### config.mk
export PLATFORM = sky130hd
export DESIGN_NAME = tetris_top
export DESIGN_NICKNAME = d
export VERILOG_FILES = /design/src/tetris_board_pkg.sv /design/src/tetris_game_pkg.sv /design/src/piece_source.sv /design/src/falling_piece.sv /design/src/playfield.sv /design/src/game_sequencer.sv /design/src/tetris_top.sv
export SDC_FILE = /design/constraint.sdc
export NUM_CORES = 2
export LEC_CHECK = 0
export CAP_MARGIN = 15
export CORE_UTILIZATION = 45
export CTS_CLUSTER_SIZE = 14
export DETAILED_ROUTE_END_ITERATION = 6
export DONT_BUFFER_PORTS = 1
export PLACE_DENSITY = 0.65
export SYNTH_ARGS = -nofsm -noshare
export SYNTH_HDL_FRONTEND = slang
export SYNTH_SLANG_ARGS = --single-unit
export TNS_END_PERCENT = 10
### constraint.sdc
create_clock -name Clk -period 5.95 [get_ports Clk]
set_input_delay 1.19 -clock Clk [delete_from_list [all_inputs] [get_ports Clk]]
set_output_delay 1.19 -clock Clk [all_outputs]
set_load 0.02 [all_outputs]
### src/tetris_board_pkg.sv
// board geometry for the falling-block game core
// rows are 10-bit words, row 0 sits on the floor

package tetris_board_pkg;

    // ----------------------------------------
    // board size
    // ----------------------------------------
    localparam int BOARD_COLS = 10;
    localparam int BOARD_ROWS = 22;
    localparam int ROW_IDX_W  = 5;

    // highest valid row index, for range checks on a row index
    localparam logic [ROW_IDX_W-1:0] TOP_ROW = ROW_IDX_W'(BOARD_ROWS - 1);

    // ----------------------------------------
    // spawn area
    // ----------------------------------------
    localparam int SPAWN_TOP = 21;
    localparam int SPAWN_LOW = 20;

    // one row of cells, bit 0 is the leftmost column
    typedef logic [BOARD_COLS-1:0] row_t;

endpackage

### src/tetris_game_pkg.sv
// game rules for the falling-block core
// state encoding, keycodes, piece shapes and scoring

package tetris_game_pkg;

    // ----------------------------------------
    // game FSM
    // ----------------------------------------
    typedef enum logic [1:0] {
        SPAWN = 2'd0,
        FALL  = 2'd1,
        LOCK  = 2'd2,
        CLEAR = 2'd3
    } state_t;

    // keyboard codes for a sideways shift
    localparam logic [7:0] KEY_LEFT  = 8'h04;
    localparam logic [7:0] KEY_RIGHT = 8'h07;

    // piece chooser starts here after reset
    localparam logic [2:0] LFSR_SEED = 3'b001;

    // ----------------------------------------
    // spawn shapes, columns 3 to 6
    // order is I, O, T, S, Z, J, L
    // ----------------------------------------
    localparam tetris_board_pkg::row_t PIECE_TOP [7] = '{
        10'h078, 10'h030, 10'h038, 10'h030, 10'h018, 10'h008, 10'h020
    };
    localparam tetris_board_pkg::row_t PIECE_LOW [7] = '{
        10'h000, 10'h030, 10'h010, 10'h018, 10'h030, 10'h038, 10'h038
    };

    // ----------------------------------------
    // scoring
    // ----------------------------------------
    localparam int SCORE_W = 16;
    localparam logic [SCORE_W-1:0] SCORE_PER_ROW  = SCORE_W'(10);
    localparam logic [SCORE_W-1:0] ROWS_PER_CLEAR = SCORE_W'(1);

endpackage

### src/piece_source.sv
// piece chooser: 3-bit LFSR that picks the next spawn shape
`timescale 1ns/1ps

module piece_source (
    input  logic                   Clk,
    input  logic                   reset,
    input  logic                   step,
    output tetris_board_pkg::row_t spawn_top,
    output tetris_board_pkg::row_t spawn_low
);

    logic [2:0] lfsr;
    logic       feedback;
    logic [2:0] shape_idx;

    // taps at bits 2 and 1, walks all seven nonzero values
    assign feedback = lfsr[2] ^ lfsr[1];

    always_ff @(posedge Clk) begin
        if (reset) begin
            lfsr <= tetris_game_pkg::LFSR_SEED;
        end else if (step) begin
            lfsr <= {lfsr[1:0], feedback};
        end
    end

    // value 1 selects the first table entry
    assign shape_idx = lfsr - 3'd1;

    assign spawn_top = tetris_game_pkg::PIECE_TOP[shape_idx];
    assign spawn_low = tetris_game_pkg::PIECE_LOW[shape_idx];

endmodule

### src/falling_piece.sv
// falling layer: holds the active piece and moves it per step
// checks walls, settled cells and the floor before each move
`timescale 1ns/1ps

module falling_piece (
    input  logic                    Clk,
    input  logic                    reset,
    input  logic                    step,
    input  tetris_game_pkg::state_t state,
    input  logic [7:0]              keycode,
    input  tetris_board_pkg::row_t  spawn_top,
    input  tetris_board_pkg::row_t  spawn_low,
    input  tetris_board_pkg::row_t  settled_rows [tetris_board_pkg::BOARD_ROWS],
    output tetris_board_pkg::row_t  falling_rows [tetris_board_pkg::BOARD_ROWS],
    output logic                    landed,
    output logic                    spawn_blocked
);

    localparam int ROWS = tetris_board_pkg::BOARD_ROWS;
    localparam int COLS = tetris_board_pkg::BOARD_COLS;

    tetris_board_pkg::row_t moved   [ROWS];
    tetris_board_pkg::row_t layer_d [ROWS];
    logic left_ok;
    logic right_ok;
    logic go_left;
    logic go_right;
    logic layer_empty;

    // ----------------------------------------
    // sideways legality and landing
    // ----------------------------------------
    always_comb begin
        left_ok     = 1'b1;
        right_ok    = 1'b1;
        layer_empty = 1'b1;
        for (int r = 0; r < ROWS; r++) begin
            // edge column or a settled cell in the way
            if (falling_rows[r][0] || ((falling_rows[r] >> 1) & settled_rows[r]) != '0) begin
                left_ok = 1'b0;
            end
            if (falling_rows[r][COLS-1] ||
                ((falling_rows[r] << 1) & settled_rows[r]) != '0) begin
                right_ok = 1'b0;
            end
            if (falling_rows[r] != '0) begin
                layer_empty = 1'b0;
            end
        end

        go_left  = (state == tetris_game_pkg::FALL) &&
                   (keycode == tetris_game_pkg::KEY_LEFT) && left_ok;
        go_right = (state == tetris_game_pkg::FALL) &&
                   (keycode == tetris_game_pkg::KEY_RIGHT) && right_ok;

        for (int r = 0; r < ROWS; r++) begin
            if (go_left) begin
                moved[r] = falling_rows[r] >> 1;
            end else if (go_right) begin
                moved[r] = falling_rows[r] << 1;
            end else begin
                moved[r] = falling_rows[r];
            end
        end

        // floor, or a settled cell right below the shifted piece
        landed = (moved[0] != '0);
        for (int r = 1; r < ROWS; r++) begin
            if ((moved[r] & settled_rows[r-1]) != '0) begin
                landed = 1'b1;
            end
        end
    end

    assign spawn_blocked =
        ((spawn_top & settled_rows[tetris_board_pkg::SPAWN_TOP]) != '0) ||
        ((spawn_low & settled_rows[tetris_board_pkg::SPAWN_LOW]) != '0);

    // ----------------------------------------
    // next layer
    // ----------------------------------------
    always_comb begin
        layer_d = falling_rows;
        case (state)
            tetris_game_pkg::SPAWN: begin
                // only into an empty layer, so a blocked spawn stays put
                if (layer_empty) begin
                    layer_d = '{default: '0};
                    layer_d[tetris_board_pkg::SPAWN_TOP] = spawn_top;
                    layer_d[tetris_board_pkg::SPAWN_LOW] = spawn_low;
                end
            end
            tetris_game_pkg::FALL: begin
                if (landed) begin
                    layer_d = moved;
                end else begin
                    for (int r = 0; r < ROWS - 1; r++) begin
                        layer_d[r] = moved[r+1];
                    end
                    layer_d[ROWS-1] = '0;
                end
            end
            tetris_game_pkg::LOCK: begin
                // piece now lives in the settled layer
                layer_d = '{default: '0};
            end
            default: begin
                layer_d = falling_rows;
            end
        endcase
    end

    always_ff @(posedge Clk) begin
        if (reset) begin
            falling_rows <= '{default: '0};
        end else if (step) begin
            falling_rows <= layer_d;
        end
    end

endmodule

### src/playfield.sv
// settled layer: locks landed pieces and removes full rows
// also serves the merged board one row at a time
`timescale 1ns/1ps

module playfield (
    input  logic                                Clk,
    input  logic                                reset,
    input  logic                                step,
    input  tetris_game_pkg::state_t             state,
    input  tetris_board_pkg::row_t              falling_rows [tetris_board_pkg::BOARD_ROWS],
    input  logic [tetris_board_pkg::ROW_IDX_W-1:0] view_row,
    output tetris_board_pkg::row_t              settled_rows [tetris_board_pkg::BOARD_ROWS],
    output logic                                full_found,
    output tetris_board_pkg::row_t              view_data
);

    localparam int ROWS = tetris_board_pkg::BOARD_ROWS;

    logic [ROWS-1:0] is_full;
    logic [ROWS-1:0] shift_down;
    tetris_board_pkg::row_t settled_d [ROWS];

    // ----------------------------------------
    // full rows
    // ----------------------------------------
    // every row at or above the lowest full one moves down
    always_comb begin
        for (int r = 0; r < ROWS; r++) begin
            is_full[r] = &settled_rows[r];
        end
        shift_down[0] = is_full[0];
        for (int r = 1; r < ROWS; r++) begin
            shift_down[r] = shift_down[r-1] | is_full[r];
        end
    end

    assign full_found = shift_down[ROWS-1];

    always_comb begin
        settled_d = settled_rows;
        case (state)
            tetris_game_pkg::LOCK: begin
                for (int r = 0; r < ROWS; r++) begin
                    settled_d[r] = settled_rows[r] | falling_rows[r];
                end
            end
            tetris_game_pkg::CLEAR: begin
                for (int r = 0; r < ROWS - 1; r++) begin
                    if (shift_down[r]) begin
                        settled_d[r] = settled_rows[r+1];
                    end
                end
                // empty row enters at the top
                if (shift_down[ROWS-1]) begin
                    settled_d[ROWS-1] = '0;
                end
            end
            default: begin
                settled_d = settled_rows;
            end
        endcase
    end

    always_ff @(posedge Clk) begin
        if (reset) begin
            settled_rows <= '{default: '0};
        end else if (step) begin
            settled_rows <= settled_d;
        end
    end

    // merged read port, rows past the top read as empty
    always_comb begin
        if (view_row <= tetris_board_pkg::TOP_ROW) begin
            view_data = settled_rows[view_row] | falling_rows[view_row];
        end else begin
            view_data = '0;
        end
    end

endmodule

### src/game_sequencer.sv
// game FSM with rows-cleared and score counters
// a blocked spawn ends the game and freezes the state
`timescale 1ns/1ps

module game_sequencer (
    input  logic                                Clk,
    input  logic                                reset,
    input  logic                                step,
    input  logic                                landed,
    input  logic                                spawn_blocked,
    input  logic                                full_found,
    output tetris_game_pkg::state_t             state,
    output logic [tetris_game_pkg::SCORE_W-1:0] score,
    output logic [tetris_game_pkg::SCORE_W-1:0] rows_cleared,
    output logic                                game_over
);

    always_ff @(posedge Clk) begin
        if (reset) begin
            state        <= tetris_game_pkg::SPAWN;
            score        <= '0;
            rows_cleared <= '0;
            game_over    <= 1'b0;
        end else if (step && !game_over) begin
            case (state)
                tetris_game_pkg::SPAWN: begin
                    if (spawn_blocked) begin
                        game_over <= 1'b1;
                    end else begin
                        state <= tetris_game_pkg::FALL;
                    end
                end
                tetris_game_pkg::FALL: begin
                    if (landed) begin
                        state <= tetris_game_pkg::LOCK;
                    end
                end
                tetris_game_pkg::LOCK: begin
                    state <= tetris_game_pkg::CLEAR;
                end
                tetris_game_pkg::CLEAR: begin
                    // one full row per step until none is left
                    if (full_found) begin
                        rows_cleared <= rows_cleared + tetris_game_pkg::ROWS_PER_CLEAR;
                        score        <= score + tetris_game_pkg::SCORE_PER_ROW;
                    end else begin
                        state <= tetris_game_pkg::SPAWN;
                    end
                end
                default: begin
                    state <= tetris_game_pkg::SPAWN;
                end
            endcase
        end
    end

endmodule

### src/tetris_top.sv
// falling-block game core, top level
// sequencer, piece chooser and the two board layers
`timescale 1ns/1ps

module tetris_top (
    input  logic                                   Clk,
    input  logic                                   reset,
    input  logic                                   step,
    input  logic [7:0]                             keycode,
    input  logic [tetris_board_pkg::ROW_IDX_W-1:0] view_row,
    output tetris_board_pkg::row_t                 view_data,
    output logic [tetris_game_pkg::SCORE_W-1:0]    score,
    output logic [tetris_game_pkg::SCORE_W-1:0]    rows_cleared,
    output logic                                   game_over
);

    tetris_game_pkg::state_t state;
    tetris_board_pkg::row_t  spawn_top;
    tetris_board_pkg::row_t  spawn_low;
    tetris_board_pkg::row_t  settled_rows [tetris_board_pkg::BOARD_ROWS];
    tetris_board_pkg::row_t  falling_rows [tetris_board_pkg::BOARD_ROWS];
    logic landed;
    logic spawn_blocked;
    logic full_found;

    game_sequencer u_sequencer (
        .Clk(Clk), .reset(reset), .step(step),
        .landed(landed), .spawn_blocked(spawn_blocked), .full_found(full_found),
        .state(state), .score(score), .rows_cleared(rows_cleared), .game_over(game_over)
    );

    piece_source u_source (
        .Clk(Clk), .reset(reset), .step(step),
        .spawn_top(spawn_top), .spawn_low(spawn_low)
    );

    falling_piece u_falling (
        .Clk(Clk), .reset(reset), .step(step), .state(state), .keycode(keycode),
        .spawn_top(spawn_top), .spawn_low(spawn_low),
        .settled_rows(settled_rows), .falling_rows(falling_rows),
        .landed(landed), .spawn_blocked(spawn_blocked)
    );

    playfield u_playfield (
        .Clk(Clk), .reset(reset), .step(step), .state(state),
        .falling_rows(falling_rows), .view_row(view_row),
        .settled_rows(settled_rows), .full_found(full_found), .view_data(view_data)
    );

endmodule

==> results of run 1 <==
synth_stat cells (10+ instances only):
library cell  instances  area share [%]
and2_1               15            0.28
a221o_1              49             1.5
a2111oi_0            17            0.45
nand3_1              70             1.1
nor2b_1              34            0.64
clkbuf_1            465             5.3
nand2_1             437             5.0
dfxtp_1             477              29
nor3_1              183             2.8
o21a_1              112             2.5
nor2_1              757             8.6
a311oi_1             10            0.27
o21ai_1              83             1.3
inv_1                49            0.56
buf_6                12            0.41
a222oi_1             11            0.33
buf_1                32            0.36
xnor2_1              15            0.40
nand4_1             127             2.4
o311ai_1             15            0.40
and3_1               46            0.87
or3_1                17            0.32
o21ai_0             188             2.9
a22o_1               96             2.5
ha_1                 10            0.38
nor4_1               85             1.6
a22oi_1             152             3.5
nand2b_1             13            0.25
o211ai_1             18            0.41
o21bai_1             22            0.50
a21o_1               17            0.39
mux2i_1             143             4.3
a221oi_1             73             1.9
a211oi_1            131             3.0
a31oi_1              76             1.4
and4_1               12            0.32
buf_2                47            0.71
a21oi_1             209             3.2
o22ai_1             236             4.5
layer usage:
layer  track usage [%]  overflow
met1              81.9         0
met2              91.4        39
met3              66.8         0
met4              74.0        13
met5              38.6         0
metrics by stage:
step	setup WS [ps]	utilization, %
after detailed placement	-908	55.5
after CTS	7.02	58.3
after global placement	-877	55.5
after floorplan	1120	-
cells by family after synthesis:
group	Yosys count	share of synthesized area, %
XOR/XNOR	24	0.637
multiplexers	153	4.79
adder cells (fa/ha/maj)	10	0.379
other	1	0.0114
AO/OA/AOI/OAI	1579	32.7
flip-flops	477	28.9
buffers and inverters	616	7.57
AND/OR/NAND/NOR	1827	25.0
==> summary.txt, run 1 <==
Outcome
  – Run status: stopped before the end
  – Exit stage: 5_1_grt
  – Tool error: [ERROR GRT-0116] Global routing finished with congestion. Check the congestion regions in the DRC Viewer.

Place
  – Detailed placement HPWL: 223000 µm
  – Dpl cell area: 0.0400 mm²
  – GPL Wtd Cong: 1.33
  – Dpl cells: 6075
  – I/O Buffers: 0

Synth
  – Synth cell types: 78
  – Sequential area share after synthesis: 28.9%
  – Mapped Area: 0.0330 mm²
  – Asr flop ratio synth: 0%
  – Synth Warn #: 0
  – Synth Area per Inst: 7.04 µm²
  – Syn nets: 4713
  – Post-synth EDFFs: 0
  – Post-Syn Instances: 4687
  – Synth Flop Type: dfxtp_1
  – Yosys reg bits: 477

Clock network
  – Clock buffer count from CTS: 57
  – CTS Hold Bufs: 0
  – CTS Root Buffer Type: clkbuf_16
  – CTS-repair resized insts: 11
  – Max Buffers Root-to-Sink: 3
  – CTS Sinks: 477
  – H-tree depth: 2
  – Post-CTS setup buffers: 0

Die
  – Die X: 273 µm
  – Die Span Y: 273 µm
  – Io pins: 59
  – Starting Density: 45.8%
  – Rows: 98

Global route
  – Vias in the first global route: 49200
  – First-pass GRT wire length: 413000 µm
  – Total track usage: 79.1%
  – Largest net degree at the start of global routing: 269
  – Total gr overflow: 52
==> run 2, diff against run 1 <==
--- a/config.mk
+++ b/config.mk
@@ -6,11 +6,10 @@
 export NUM_CORES = 2
 export LEC_CHECK = 0
 export CAP_MARGIN = 15
-export CORE_UTILIZATION = 45
-export CTS_CLUSTER_SIZE = 14
+export CORE_UTILIZATION = 30
 export DETAILED_ROUTE_END_ITERATION = 6
 export DONT_BUFFER_PORTS = 1
-export PLACE_DENSITY = 0.65
+export PLACE_DENSITY_LB_ADDON = 0.15
 export SYNTH_ARGS = -nofsm -noshare
 export SYNTH_HDL_FRONTEND = slang
 export SYNTH_SLANG_ARGS = --single-unit
==> run 2 against run 1 <==
Compared with the run above:
- the flow now finishes, with violations (DRC, setup timing)
- synthesized cell count is the same
- synthesized area is the same
==> summary.txt, run 2 <==
Power
  – Power after layout: 8.74 mW
  – PwrDens: 196 mW/mm²
  – Static Leak: 17.2 nW
  – Worst vdd ir: 287 µV

Global route
  – Initial antenna violation count: 51
  – Total gr overflow: 0
  – First-pass GRT wire length: 437000 µm
  – Vias in the first global route: 43700
  – Largest net degree at the start of global routing: 269
  – Total track usage: 59.0%

Clock network
  – H-tree depth: 2 (unchanged)
  – CTS Sinks: 477 (unchanged)
  – CTS tree: built
  – Clk_lat worst skew: 750 ps
  – Clock buffer count from CTS: 61 (+7.0%)
  – Worst-path clk slew: 60 ps
  – CTS Root Buffer Type: clkbuf_16
  – Max Buffers Root-to-Sink: 3 (unchanged)
  – Post-CTS setup buffers: 0 (unchanged)

Die
  – Die X: 334 µm (+22%)
  – Io pins: 59 (unchanged)
  – Die Span Y: 334 µm (+22%)
  – Rows: 121 (+23%)
  – Die ar.: 0.111 mm²
  – Starting Density: 30.3% (-16 points)
  – Core ar.: 0.109 mm²

Routing
  – Initial DRC Count: 9335
  – First drt pass iteration count: 7
  – Routed vias: 49500
  – Number of vias per cell: 7.21
  – Routed len/inst: 49.8 µm
  – DRC Markers: 7
  – Detail Route Antenna Nets: 0
  – Drt total wl: 341000 µm

Synth
  – Sequential area share after synthesis: 28.9% (unchanged)
  – Syn nets: 4713 (unchanged)
  – Mapped Area: 0.0330 mm² (unchanged)
  – Top cells by area, synth: dfxtp_1 29%, nor2_1 8.6%, clkbuf_1 5.3%
  – Post-synth EDFFs: 0 (unchanged)
  – Synth Flop Type: dfxtp_1
  – Synth Warn #: 0 (unchanged)
  – Yosys top cell area share: 28.9% (unchanged)
  – Asr flop ratio synth: 0% (unchanged)
  – Leading area contributor after synthesis: dfxtp_1
  – Yosys reg bits: 477 (unchanged)
  – Commonest cells in the netlist: 757 x nor2_1, 477 x dfxtp_1, 465 x clkbuf_1
  – Most common cell in the synthesized netlist: nor2_1
  – Synth Area per Inst: 7.04 µm² (unchanged)
  – Post-Syn Instances: 4687 (unchanged)
  – Synth cell types: 78 (unchanged)

STA
  – Setup Viol. Count Final: 211
  – Tcrit/Tclk final: 105%
  – Worst-Margin Slew: 1360 ps
  – Final hold vios: 0
  – Worst Skew: 34.4 ps
  – Max Clk Rate: 160 MHz
  – Slew Limit Headroom: 8.57%
  – Final Max Tran Viols: 0
  – Hold_ws: 560 ps
  – Final min period: 6270 ps
  – Post-route worst setup slack: -319 ps

Place
  – Pre-CTS setup slack: -852 ps (+55.9 ps)
  – I/O Buffers: 0 (unchanged)
  – GPL Wtd Cong: 1.19 (-10%)
  – Dpl cell area: 0.0420 mm² (+5.1%)
  – Detailed placement HPWL: 272000 µm (+22%)

Cells and area
  – Design Area, Final: 0.0446 mm²
  – Largest regs: u_falling.falling_rows x220, u_playfield.settled_rows x220, u_sequencer.rows_cleared x16
  – Share of cells above drive strength 1: 25.3%
  – Most frequent cells in the layout: 1123 x buf_4, 753 x nor2_1, 471 x dfxtp_1
  – Layout Nets: 5389
  – P&R area growth vs syn: 35.1%
  – Most common cell after layout, fill and taps aside: buf_4

Worst setup path
  – Worst-path maximum fanout: 42
  – Kind of critical path: register to register
  – Worst Path Arrival: 6880 ps
  – Crit. End Element: register
  – Setup crit start kind: register
  – CP Data Required Time: 6560 ps
  – R2r setup slk: -320 ps

Hold path
  – HP Class: primary input to register

Flow run
  – Max-cap viol count: 0

Outcome
  – Run status: finished, violations left
  – Failing checks: DRC, setup timing
## run 2: critical path: stages (launching register included)
cell      delay [ps]
dfxtp_1          480
a22o_1           420
a221oi_1         890
and4_1           290
nand4_1          190
or4_4            620
buf_12           180
buf_12           150
o21ai_2          230
o22ai_1          140
buf_4            220
nor4_4           350
buf_4            250
nand4_1          200
nor4_2           310
buf_4            170
nand3_4          100
buf_12           210
buf_12           240
mux2i_1          150
a22o_1           220
## run 2: final cells by class
type / instances / area, µm²
clock inverters: 21 / 357
flip-flops and latches: 477 / 9560
diodes: 39 / 97.6
repair buffers: 1179 / 9500
inverters: 50 / 188
well taps: 1414 / 1770
fillers: 11600 / 64400
multi-input cells: 3594 / 21300
clock buffers: 84 / 1760
## run 2: worst paths after layout
kind,to,cells past startpoint,start
max,u_falling.falling_rows[164],20,u_playfield.settled_rows[28]
min,u_playfield.settled_rows[98],1,reset
max reg2reg,u_falling.falling_rows[164],20,u_playfield.settled_rows[28]
min reg2reg,u_playfield.settled_rows[133],2,u_playfield.settled_rows[133]
## run 2: per-stage QoR
stage          utilization (%)  setup TNS, ps  instances
2_1_floorplan                -              0       4687
3_3_place_gp              38.5        -171100       6706
3_5_place_dp              38.5        -160570       6708
4_1_cts                   40.6              0       6813
5_1_grt                   40.8           -114       6820
6_report                  40.9         -36270       6858
## run 2: report_power, final
group | switching (mW) | leakage (nW) | total, mW | internal [mW]
Combinational | 0.937 | 12.3 | 1.29 | 0.354
Clock | 1.73 | 1.05 | 4.13 | 2.40
Sequential | 0.0948 | 3.85 | 3.32 | 3.23
## run 2: logic make-up (layout without fill, tap and decap cells)
group	Yosys count	count (layout)	share of synthesized area (%)
AND/OR/NAND/NOR	1827	1827	25.0
AO/OA/AOI/OAI	1579	1579	32.7
buffers and inverters	616	1334	7.57
flip-flops	477	477	28.9
multiplexers	153	153	4.79
XOR/XNOR	24	24	0.637
adder cells (fa/ha/maj)	10	10	0.379
other	1	40	0.0114
## run 2: what timing repair did
item / CTS / global route
setup endpoints to repair: 222 / 222
cloned: 0 / 0
resized for setup: 17 / 51
hold endpoints to repair: 0 / 0
hold buffers: 0 / 0
pin swaps: 0 / 2
## run 2: per-layer routing
| layer | vias to the layer above | GRT usage [%] | wire length [µm] |
|---|---|---|---|
| met5 | - | 0.0434 | 198 |
| met4 | 32 | 52.5 | 38700 |
| met3 | 1573 | 28.7 | 52600 |
| met2 | 5095 | 78.5 | 127000 |
| met1 | 24000 | 69.3 | 123000 |
| li1 | 18800 | - | - |
Note: power is estimated with default switching activity, not from simulation.
